$ cat src/source/mem_pkg.sv
`default_nettype none

package mem_pkg;

    // widths of the request port
    localparam int addr_width = 32;
    localparam int data_width = 32;

    // word interleaving over the banks
    localparam int bank_index_bits = 2;
    localparam int bank_count      = 2 ** bank_index_bits;
    localparam int bank_word_bits  = 8;
    localparam int bank_words      = 2 ** bank_word_bits;
    localparam int byte_off_bits   = 2;
    localparam int upper_bits      = addr_width - bank_word_bits
                                     - bank_index_bits - byte_off_bits;

    // access delay inside a bank, in cycles
    localparam int bank_delay       = 3;
    localparam int delay_count_bits = $clog2(bank_delay);

    // the merger adds one register behind the banks
    localparam int mem_latency = bank_delay + 1;

    // field view of a byte address
    typedef struct packed {
        logic [upper_bits-1:0]      upper;
        logic [bank_word_bits-1:0]  word;
        logic [bank_index_bits-1:0] bank;
        logic [byte_off_bits-1:0]   byte_off;
    } mem_addr_fields_t;

    // same address word, flat or split into fields
    typedef union packed {
        logic [addr_width-1:0] flat;
        mem_addr_fields_t      field;
    } mem_addr_u;

    typedef struct packed {
        mem_addr_u             addr;
        logic                  wen;
        logic [data_width-1:0] wdata;
    } mem_req_t;

    // rdata is zero whenever error is set
    typedef struct packed {
        logic [addr_width-1:0] addr;
        logic                  error;
        logic [data_width-1:0] rdata;
    } mem_resp_t;

endpackage

`default_nettype wire
$ cat src/source/mem_request_router.sv
`timescale 1ns/100ps
`default_nettype none

module mem_request_router
    import mem_pkg::*;
(
    input  logic                  clk,
    input  logic                  rst,

    input  logic                  req_valid,
    input  mem_req_t              req,
    output logic                  req_ready,

    input  logic [bank_count-1:0] bank_ready,
    output logic [bank_count-1:0] bank_valid,
    output mem_req_t              bank_req,

    output logic                  err_valid,
    output mem_resp_t             err_resp
);

    logic                  in_range;
    logic                  target_ready;
    logic                  bank_accept;
    logic                  err_accept;

    // error path, one entry per bank delay cycle
    logic [bank_delay-1:0] err_pipe_valid;
    logic [addr_width-1:0] err_pipe_addr [bank_delay];

    // only the low bits may be set for a valid address
    assign in_range     = (req.addr.field.upper == '0);
    assign target_ready = bank_ready[req.addr.field.bank];

    // out of range requests are always taken
    assign req_ready = !in_range || target_ready;

    assign bank_accept = req_valid && in_range && target_ready;
    assign err_accept  = req_valid && !in_range;

    // one-hot strobe to the addressed bank
    always_comb begin
        bank_valid = '0;
        bank_valid[req.addr.field.bank] = bank_accept;
    end

    // all banks see the same request word
    assign bank_req = req;

    always_ff @(posedge clk) begin
        if (rst) begin
            err_pipe_valid <= '0;
            err_valid      <= 1'b0;
        end else begin
            err_pipe_valid <= {err_pipe_valid[bank_delay-2:0], err_accept};
            err_valid      <= err_pipe_valid[bank_delay-1];
        end
    end

    // address follows the valid bit down the pipe
    always_ff @(posedge clk) begin
        err_pipe_addr[0] <= req.addr.flat;
        for (int i = 1; i < bank_delay; i++) begin
            err_pipe_addr[i] <= err_pipe_addr[i-1];
        end
        err_resp <= '{
            addr:  err_pipe_addr[bank_delay-1],
            error: 1'b1,
            rdata: '0
        };
    end

endmodule

`default_nettype wire

$ cat config.mk
export PLATFORM = sky130hd
export DESIGN_NAME = mem_request_router
export DESIGN_NICKNAME = d
export VERILOG_FILES = /design/src/source/mem_pkg.sv /design/src/source/mem_request_router.sv
export SDC_FILE = /design/constraint.sdc
export NUM_CORES = 1
export LEC_CHECK = 0
export BUFFER_PORTS_ARGS = -buffer_cell sky130_fd_sc_hd__buf_2
export CAP_MARGIN = 20
export CORE_MARGIN = 4
export CORE_UTILIZATION = 40
export DETAILED_ROUTE_END_ITERATION = 16
export GPL_TIMING_DRIVEN = 0
export PLACE_DENSITY_LB_ADDON = 0.2
export SETUP_SLACK_MARGIN = 0.4
export SLEW_MARGIN = 40
export SYNTH_ARGS = -nofsm -noshare
export SYNTH_HDL_FRONTEND = slang
export SYNTH_SLANG_ARGS = --single-unit
$ cat constraint.sdc
create_clock -name clk -period 3 [get_ports clk]
set_input_delay 0.6 -clock clk [delete_from_list [all_inputs] [get_ports clk]]
set_output_delay 0.6 -clock clk [all_outputs]
set_load 0.02 [all_outputs]
==> flow_summary.yaml <==
outcome:
  outcome: "finished clean"
drt:
  vias: 2010
  first_pass_iters: 4
  drc: 0
  wl_mm: 5.452
  wl_per_cell_um: 9.633
  ant_nets: 0
  viasPerCell: 3.551
  drt_iter0_markers: 36
worst_setup_path:
  crit_start: "req[53]"
  r2r_slack_ps: 2460
  cp_data_required_time_ps: 2400
  path_max_fanout: 6
  startpoint_type: "input pin"
  crit_path_end_kind: "output pin"
  path_class: "in2out"
  crit_arrival_ps: 1870
  r2r-start: "err_pipe_valid[2]$_SDFF_PP0_"
grt:
  grt_pass1_wl_mm: 7.872
  grt_max_degree: 17
  antenna_found_initial: 0
  grt_pass1_vias: 1769
  grt-ovfl-total: 0
  grt.total_usage_pct: 10.32
die:
  initial_utilization_pct: 41.08
  fp.dieH_um: 102.4
  dieArea_sq_um: 10490
  core_area_sq_um: 8678
  rows: 34
  num_io_pins: 208
  die_w_um: 102.4
power_and_ir_drop:
  powerDensity_nw_per_um2: 834.1
  ir_drop_v: 0.0003092
  p_leak_nw: 2.604
logic_synthesis:
  synth-xor-area-share_pct: 0
  synth_edf_count: 0
  netlist_area_sq_um: 3565
  ys_top_cells_by_count: "132 x dfxtp_1, 98 x buf_4, 4 x nor2b_1, 4 x nor3_1, 3 x nor4_2"
  synth_top_cell_by_area: "dfxtp_1"
  synthCells: 255
  synth.most_common_cell: "dfxtp_1"
  avgSynthCellArea_sq_um: 13.98
  synth_seq_area_share_pct: 74.13
  synth_cell_types: 17
  async_flop_share_pct: 0
  synth_top_area_share_pct: 74.13
  synth_area_leaders: "dfxtp_1 74%, buf_4 21%, nor4_2 1.1%"
  synth_compound_area_share_pct: 0.2808
  synth_top_family_by_area: "buffers and inverters"
  synthMuxAreaShare_pct: 0.6318
  synthSimpleGateAreaFrac_pct: 4.001
  synth_fa_ha_area_share_pct: 0
  ys_warn_count: 0
  ys_ff_latch: 132
  synth_flop_cell: "dfxtp_1"
clock_tree:
  post_cts_resized: 0
  clk_latency_ps: 490
  cts_tree: "yes"
  clk_pin_slew_ps: 50
  cts_hold_buf: 0
  h-tree-depth: 4
  clockRootBuffer: "clkbuf_8"
  cts_sinks: 132
  post_cts_buffers: 0
  clk_path_buf_depth: 2
  cts_buffers: 17
cells_and_area:
  nNetsFinal: 518
  n_antenna_cell: 0
  synthToLayoutAreaGrowth_pct: 44.23
  layout-drive-gt1-share_pct: 59.83
  final_core_util_pct: 59.24
placement:
  hpwl_mm: 4.232
  place_congestion: 0.7022
  io_buffers: 141
sta:
  final_hold_viol_count: 0
  fin_skew_ps: 5.145
  fin_crit_ps: 2472
  fmax_mhz: 404.5
  tns_ps: 0
  rsz0062_at_grt: "false"
  post-route-period-util_pct: 82.41
  slew_violations: 0
  setup_viol: 0
job:
  drv_cap: 0
min_path:
  min-delay-start: "req[41]"
  hp-class: "in2reg"
[logic make-up after synthesis]
logic type,count (synthesis)
AND/OR/NAND/NOR,20
other,2
buffers and inverters,99
AO/OA/AOI/OAI,1
flip-flops,132
multiplexers,1
[cells in the final DEF, fill, tap and decap left out]
cell and count:
bufinv_16 4, nor4_2 3, nand2_1 1, nand3_2 1, buf_2 141, nor4_1 2
nor2b_1 4, o211a_1 1, nand3_1 1, inv_1 1, nand4b_1 1, clkinvlp_4 3
conb_1 33, clkinv_2 1, mux4_2 1, clkbuf_16 16, nand4_1 1, dfxtp_1 132
nand3b_1 1, or3_1 1, clkbuf_8 3, clkbuf_1 1, buf_4 98, nor3_1 4
inv_6 3
[critical path, cell delays in order]
cell and delay, ps:
buf_2 110, nor4_1 370, nand2_1 220, or3_1 390, buf_2 170
[power by group]
group          switching, mW  internal [mW]  total [mW]
clock network          0.692           1.39        2.09
logic                  0.188          0.150       0.337
registers             0.0168           1.85        1.86
total                  0.896           3.39        4.29
[stage by stage]
step	hold slack, ps	cells	instance area (sq um)	worst slack (ps)	total power [mW]
5_1_grt	179.3	566	5141	470.5	4.461
3_3_place_gp	309.8	535	4522	555.9	2.236
3_5_place_dp	312.1	535	4522	547.5	2.242
4_1_cts	192.0	566	5141	541.3	4.343
2_1_floorplan	309.6	286	3681	843.1	2.132
6_report	223.0	566	5141	527.6	4.288
[flip-flops by register name, indices dropped and copies added (netlist names)]
| signal | flops |
|---|---|
| err_pipe_addr | 96 |
| err_valid | 1 |
| err_resp | 32 |
| err_pipe_valid | 3 |
[path summary, 6_finish.rpt]
path,endpoint,depth (start not counted)
setup / recovery,req_ready,5
hold / removal,err_pipe_addr[0][8]$_DFF_P_,1
setup reg to reg,err_valid$_SDFF_PP0_,1
hold reg to reg,err_pipe_addr[2][6]$_DFF_P_,0
[layout make-up]
cell class                      count  area, sq um
Buffer                             98        735.7
Clock buffer                       20        445.4
Clock inverter                     11        173.9
Fill cell                         730         3537
Inverter                            1        3.754
Multi-Input combinational cell     55        299.0
Sequential cell                   132         2643
Tap cell                          108        135.1
Timing Repair Buffer              141        705.7
[layer usage]
metal,share of wire [%],GRT usage [%]
met2,50,15.74
met3,9.7,6.075
met5,0,0
met4,1.8,5.449
met1,38,11.31
No activity file was read; power rests on OpenSTA's default activity.
