## src/source/mem_pkg.sv

```systemverilog
`default_nettype none

package mem_pkg;

    // widths of the request port
    localparam int addr_width = 32;
    localparam int data_width = 32;

    // word interleaving over the banks
    localparam int bank_index_bits = 2;
    localparam int bank_count      = 2 ** bank_index_bits;
    localparam int bank_word_bits  = 8;
    localparam int bank_words      = 2 ** bank_word_bits;
    localparam int byte_off_bits   = 2;
    localparam int upper_bits      = addr_width - bank_word_bits
                                     - bank_index_bits - byte_off_bits;

    // access delay inside a bank, in cycles
    localparam int bank_delay       = 3;
    localparam int delay_count_bits = $clog2(bank_delay);

    // the merger adds one register behind the banks
    localparam int mem_latency = bank_delay + 1;

    // field view of a byte address
    typedef struct packed {
        logic [upper_bits-1:0]      upper;
        logic [bank_word_bits-1:0]  word;
        logic [bank_index_bits-1:0] bank;
        logic [byte_off_bits-1:0]   byte_off;
    } mem_addr_fields_t;

    // same address word, flat or split into fields
    typedef union packed {
        logic [addr_width-1:0] flat;
        mem_addr_fields_t      field;
    } mem_addr_u;

    typedef struct packed {
        mem_addr_u             addr;
        logic                  wen;
        logic [data_width-1:0] wdata;
    } mem_req_t;

    // rdata is zero whenever error is set
    typedef struct packed {
        logic [addr_width-1:0] addr;
        logic                  error;
        logic [data_width-1:0] rdata;
    } mem_resp_t;

endpackage

`default_nettype wire
```

## src/source/mem_response_merger.sv

```systemverilog
`timescale 1ns/100ps
`default_nettype none

module mem_response_merger
    import mem_pkg::*;
(
    input  logic                  clk,
    input  logic                  rst,

    input  logic [bank_count-1:0] bank_resp_valid,
    input  mem_resp_t             bank_resp [bank_count],

    input  logic                  err_valid,
    input  mem_resp_t             err_resp,

    output logic                  resp_valid,
    output mem_resp_t             resp
);

    localparam int resp_bits = $bits(mem_resp_t);

    logic                 any_valid;
    logic [resp_bits-1:0] sel_bits;

    // and-or mux, at most one source is valid per cycle
    always_comb begin
        sel_bits = {resp_bits{err_valid}} & err_resp;
        for (int i = 0; i < bank_count; i++) begin
            sel_bits = sel_bits | ({resp_bits{bank_resp_valid[i]}} & bank_resp[i]);
        end
    end

    assign any_valid = err_valid || (|bank_resp_valid);

    always_ff @(posedge clk) begin
        if (rst) begin
            resp_valid <= 1'b0;
        end else begin
            resp_valid <= any_valid;
        end
    end

    // payload only moves with a strobe
    always_ff @(posedge clk) begin
        if (any_valid) begin
            resp <= mem_resp_t'(sel_bits);
        end
    end

endmodule

`default_nettype wire

```

## config.mk

```make
export PLATFORM = sky130hd
export DESIGN_NAME = mem_response_merger
export DESIGN_NICKNAME = d
export VERILOG_FILES = /design/src/source/mem_pkg.sv /design/src/source/mem_response_merger.sv
export SDC_FILE = /design/constraint.sdc
export NUM_CORES = 1
export LEC_CHECK = 0
export BUFFER_PORTS_ARGS = -buffer_cell sky130_fd_sc_hd__clkbuf_2
export CELL_PAD_IN_SITES_DETAIL_PLACEMENT = 1
export CELL_PAD_IN_SITES_GLOBAL_PLACEMENT = 1
export CORE_AREA = 5 5 150 152
export CTS_BUF_LIST = sky130_fd_sc_hd__clkbuf_4
export CTS_CLUSTER_DIAMETER = 50
export DETAILED_ROUTE_END_ITERATION = 8
export DIE_AREA = 0 0 155 157
export PLACE_DENSITY_LB_ADDON = 0.08
export REMOVE_ABC_BUFFERS = 1
export SETUP_SLACK_MARGIN = 0.5
export SLEW_MARGIN = 20
export SYNTH_ARGS = -nofsm -noshare
export SYNTH_HDL_FRONTEND = slang
export SYNTH_SLANG_ARGS = --single-unit
```

## constraint.sdc

```tcl
create_clock -name clk -period 4.5 [get_ports clk]
set_input_delay 0.675 -clock clk [delete_from_list [all_inputs] [get_ports clk]]
set_output_delay 0.675 -clock clk [all_outputs]
set_load 0.005 [all_outputs]
```

==> results.sh, run 1 <==
export IMPL_cts_resized_gates=0
export IMPL_vias=4498
export IMPL_drt_iter0_drc=402
export IMPL_cts_setup_buffers=0
export IMPL_ios=398
export IMPL_cp_slowest_cell="nor3_1"
export IMPL_swShare_pct=28.3
export IMPL_critical_path_class="in2reg"
export IMPL_worst_pin_slew_ps=1000
export IMPL_startpoint_type="primary input"
export IMPL_cp_top_family="simple AND/OR/NAND/NOR gates"
export IMPL_wire_per_inst_um=20.5
export IMPL_final_cells=960
export IMPL_cap_violations=0
export IMPL_drc_errors=0
export IMPL_timing_fmax_mhz=412
export IMPL_fin_nets=1010
export IMPL_ys_seq_elements=66
export IMPL_viasPerCell=4.69
export IMPL_start_util_pct=17.2
export IMPL_antenna_found_initial=1
export IMPL_seq_area_frac_synth_pct=54.8
export IMPL_cts_root_buf="clkbuf_4"
export IMPL_grt_pass1_wl_mm=27.2
export IMPL_period_needed_ps=2430
export IMPL_drtAntennaViolNets=0
export IMPL_synthCells=300
export IMPL_dp_hpwl_mm=15.1
export IMPL_final_cell_mix="397 x clkbuf_2, 65 x a222oi_1, 65 x a22oi_1, 65 x nand2_1, 65 x edfxtp_1"
export IMPL_crit_end="resp[1]$_DFFE_PP_"
export IMPL_rsz0062_at_grt="no"
export IMPL_die_w_um=155
export IMPL_setup_viol=0
export IMPL_gr_total_overflow=0
export IMPL_hold_buffers=0
export IMPL_worst_path_stages=3
export IMPL_grt_pass1_vias=4822
export IMPL_rows=53
export IMPL_avgSynthCellArea_um2=12.0
export IMPL_post_route_period_util_pct=54.0
export IMPL_layout_commonest_cell="clkbuf_2"
export IMPL_synthToLayoutAreaGrowth_pct=62.9
export IMPL_final_setup_tns_ps=0
export IMPL_net_switching_power_w=0.000420
export IMPL_pwr_share_clk_pct=23.3
export IMPL_dp_cells=942
export IMPL_cts_inserted_buffers=9
export IMPL_startpoint="bank_resp_valid[3]"
export IMPL_cts_tree="yes"
export IMPL_cp_end_kind="flop"
export IMPL_synth_warnings=0
export IMPL_cp_cell_sequence="clkbuf_2 > nor3_1 > nand2_4"
export IMPL_max_stage_delay_ps=540
export IMPL_irDropWorstVdd_mv=0.0875
export IMPL_coreArea_um2=20900
export IMPL_htree_levels=3
export IMPL_synth_area_um2=3600
export IMPL_clkSinkCount=66
export IMPL_power_frac_comb_pct=26.1
export IMPL_cp_num_buf_inv=1
export IMPL_hp_class="in2reg"
export IMPL_chipHeight_um=157
export IMPL_design_die_area_um2=24300
export IMPL_first_pass_iters=5
export IMPL_totalWireLength_mm=19.6
export IMPL_drive_above_1_share_pct=61.2
export IMPL_p_leak_nw=2.82
export IMPL_intPower_w=0.00107
export IMPL_powerDensity_nw_per_um2=254
export IMPL_crit_required_ps=4470
export IMPL_status="completed"
export IMPL_clk_pin_slew_worst_paths_ps=110
export IMPL_slew_headroom_pct=33.2
export IMPL_seq_power_share_pct=50.6
export IMPL_ys_types=11
export IMPL_grt_usage_pct=14.6
export IMPL_finish_utilization_pct=28.1
export IMPL_clock_path_buffers=2
export IMPL_port_buffers=397
export IMPL_crit_arrival_ps=2400
export IMPL_nFillCells=2551
export IMPL_maxSlewViolCount=0
export IMPL_final_hold_viol_count=0
export IMPL_routabilityCongestion=0.842
export IMPL_grt_max_degree=67
export IMPL_critPathMaxFanout=65
[worst min path at each step]
stage          slack (ps)                    end  depth (start not counted)  startpoint
2_1_floorplan         740  resp_valid$_SDFF_PP0_                          1         rst
3_3_place_gp          850  resp_valid$_SDFF_PP0_                          2         rst
3_5_place_dp          840  resp_valid$_SDFF_PP0_                          2         rst
4_1_cts               340  resp_valid$_SDFF_PP0_                          2         rst
5_1_grt               350  resp_valid$_SDFF_PP0_                          2         rst
6_report              400  resp_valid$_SDFF_PP0_                          2         rst
[cell type report]
class | count | area [um2] | area share [%]
tap | 275 | 344 | 5.87
sequential | 66 | 1970 | 33.6
clock buffer | 12 | 90.1 | 1.54
antenna | 2 | 5.00 | 0.0854
clock inverter | 4 | 18.8 | 0.320
timing repair buffer | 402 | 2020 | 34.5
multi-input combinational | 199 | 1410 | 24.0
[cell usage after synthesis]
cell type  instances  share of area [%]
nand2_1           66                6.9
a222oi_1          65                 18
a22oi_1           65                 14
edfxtp_1          65                 54
buf_2             16                2.2
buf_6             10                3.1
clkbuf_1           9               0.94
a21oi_1            1               0.14
dfxtp_1            1               0.56
nor2_1             1               0.10
nor3_1             1               0.14
[logic make-up after synthesis]
family | share of synthesized area (%)
AND/OR/NAND/NOR | 7.13
AO/OA/AOI/OAI | 31.8
buffers and inverters | 6.29
flip-flops | 54.8
[metal layers]
metal	global-route usage, %	share of wire (%)	wire [um]	up-vias
li1	-	-	-	2086
met3	4.23	9.4	1850	13
met4	4.96	1.2	242	0
met1	15.1	33	6580	2160
met5	0	0	0	-
met2	28.2	56	11000	239
[sequential cells by signal (all words and copies together), names as in the netlist]
| signal | count |
|---|---|
| resp_valid | 1 |
| resp | 65 |
[power by group through the flow]
| stage | clock network (W) | logic, W | registers, W |
|---|---|---|---|
| floorplan | 0 | 0.0000914 | 0.000776 |
| global placement | 0 | 0.000394 | 0.000766 |
| detailed placement | 0 | 0.000396 | 0.000769 |
| CTS | 0.000374 | 0.000397 | 0.000755 |
| global route | 0.000404 | 0.000430 | 0.000760 |
| finish | 0.000347 | 0.000388 | 0.000753 |
[per-stage QoR]
stage          instance area (um2)  hold WS, ps  power, W  worst slack, ps
6_report                      5860          396   0.00149             2070
5_1_grt                       5860          355   0.00159             1970
4_1_cts                       5860          336   0.00153             2130
3_5_place_dp                  5750          842   0.00116             1630
3_3_place_gp                  5750          848   0.00116             1690
2_1_floorplan                 3370          744  0.000868             1800
(Power assumes the default switching activity.)
==> run 2, diff against run 1 <==
Clock period 4.5 ns to 2 ns, I/O delays scaled along.
==> run 2 against run 1 <==
Die area unchanged. Utilization up 0.61 points. Worst hold slack worse by 240 ps. Non-clock buffer count up 8. Via count down 0.47%. Critical path type is now reg2out. Largest cell class unchanged.
==> results.sh, run 2 (synthesis results as in run 1) <==
export IMPL_cts_tree="yes"
export IMPL_busiest_layer="met2"
export IMPL_setup_viol=0
export IMPL_clk_pin_slew_worst_paths_ps=120
export IMPL_wire_per_inst_um=20.4
export IMPL_vias=4477
export IMPL_drt_iter0_drc=392
export IMPL_routabilityCongestion=0.831
export IMPL_fin_nets=1018
export IMPL_drc_errors=0
export IMPL_fin_ws_ps=728
export IMPL_final_cell_mix="397 x clkbuf_2, 65 x a222oi_1, 65 x a22oi_1, 65 x nand2_1, 65 x edfxtp_1"
export IMPL_critical_path_class="reg2out"
export IMPL_net_switching_power_w=0.000963
export IMPL_layout_commonest_cell="clkbuf_2"
export IMPL_totalWireLength_mm=19.7
export IMPL_cp_end_kind="output pin"
export IMPL_worst_pin_slew_ps=776
export IMPL_dp_hpwl_mm=16.0
export IMPL_cts_root_buf="clkbuf_4"
export IMPL_port_buffers=397
export IMPL_cap_violations=0
export IMPL_cp_num_buf_inv=1
export IMPL_crit_required_ps=1700
export IMPL_maxSlewViolCount=0
export IMPL_cp_top_family="flip-flops"
export IMPL_synthToLayoutAreaGrowth_pct=66.4
export IMPL_grt_pass1_wl_mm=28.2
export IMPL_hp_class="in2reg"
export IMPL_grtUsageMet2_pct=29.1
export IMPL_post_route_period_util_pct=63.6
export IMPL_ios=398
export IMPL_place_ws_ps=414
export IMPL_drtAntennaViolNets=0
export IMPL_die_w_um=155
export IMPL_dpl_instance_area_um2=5800
export IMPL_cts_resized_gates=0
export IMPL_pwr_share_clk_pct=30.4
export IMPL_cts_inserted_buffers=9
export IMPL_first_pass_iters=6
export IMPL_gr_total_overflow=0
export IMPL_power_frac_comb_pct=23.8
export IMPL_seq_power_share_pct=45.7
export IMPL_startpoint_type="flop"
export IMPL_clkSinkCount=66
export IMPL_antenna_found_initial=1
export IMPL_reg_top3="resp: 65 flops, resp_valid: 1 flops"
export IMPL_grt_pass1_vias=4891
export IMPL_design_die_area_um2=24300
export IMPL_use_met1_pct=16.0
export IMPL_timing_fmax_mhz=786
export IMPL_grt_usage_pct=15.1
export IMPL_p_leak_nw=2.88
export IMPL_max_stage_delay_ps=400
export IMPL_powerDensity_nw_per_um2=619
export IMPL_largest_register_ffs=65
export IMPL_final_area_um2=5990
export IMPL_intPower_w=0.00274
export IMPL_htree_levels=3
export IMPL_rows=53
export IMPL_start_util_pct=17.2
export IMPL_coreArea_um2=20900
export IMPL_grt_max_degree=66
export IMPL_drive_above_1_share_pct=61.4
export IMPL_cts_setup_buffers=0
export IMPL_crit_arrival_ps=970
export IMPL_period_needed_ps=1270
export IMPL_regMostFlops="resp"
export IMPL_final_hold_viol_count=0
export IMPL_grt_use_met3_pct=4.76
export IMPL_irDropWorstVdd_mv=0.259
export IMPL_cp_slowest_cell="edfxtp_1"
export IMPL_slew_headroom_pct=48.3
export IMPL_clock_path_buffers=2
export IMPL_chipHeight_um=157
export IMPL_cp_cell_sequence="clkbuf_2"
export IMPL_status="completed"
export IMPL_viasPerCell=4.63
export IMPL_swShare_pct=26.0
export IMPL_critPathMaxFanout=1
export IMPL_rsz0062_at_grt="no"
## run 2: cell count changes in the layout (fill, tap and decap cells not counted), sizes merged
cell / previous run / this run
buf: 5 / 12
bufinv: 0 / 3
clkbuf: 409 / 406
diode: 2 / 1
dlygate4sd3: 0 / 1
## run 2: final timing paths
path                           from                 to  cells after the start  slack, ps
setup / recovery  resp[1]$_DFFE_PP_            resp[1]                      1        730
hold / removal       bank_resp[133]  resp[3]$_DFFE_PP_                      3        160
## run 2: timing repair
item,in CTS,in global routing
hold endpoints to repair,1,0
endpoints found under the setup margin,0,0
hold buffers,1,0
## run 2: final cells by class
| type | instances | area [um2] |
|---|---|---|
| fillers | 2537 | 14900 |
| flip-flops and latches | 66 | 1970 |
| clock buffers | 9 | 67.6 |
| clock inverters | 7 | 108 |
| multi-input cells | 199 | 1410 |
| diodes | 1 | 2.50 |
| repair buffers | 410 | 2090 |
| well taps | 275 | 344 |
## run 2: through the flow
step | setup TNS, ps | instances | hold WS, ps | total power (W) | util [%]
2_1_floorplan | -21380 | 265 | 369 | 0.00195 | -
3_3_place_gp | 0 | 949 | 477 | 0.00262 | 27.8
3_5_place_dp | 0 | 949 | 478 | 0.00263 | 27.8
4_1_cts | 0 | 966 | 101 | 0.00380 | 28.7
5_1_grt | 0 | 967 | 99.2 | 0.00394 | 28.7
6_report | 0 | 967 | 157 | 0.00370 | 28.7
## run 2: power by group through the flow
stage	clock network, W	logic [W]	registers [W]
floorplan	0	0.000206	0.00175
global placement	0	0.000894	0.00173
detailed placement	0	0.000900	0.00173
CTS	0.00120	0.000905	0.00170
global route	0.00125	0.000978	0.00171
finish	0.00113	0.000883	0.00169
## run 2: routing by layer
layer	part of all wire [%]	wire length, um
met2	55	10900
met5	0	0
met1	35	6840
met3	8.8	1740
met4	1.4	276
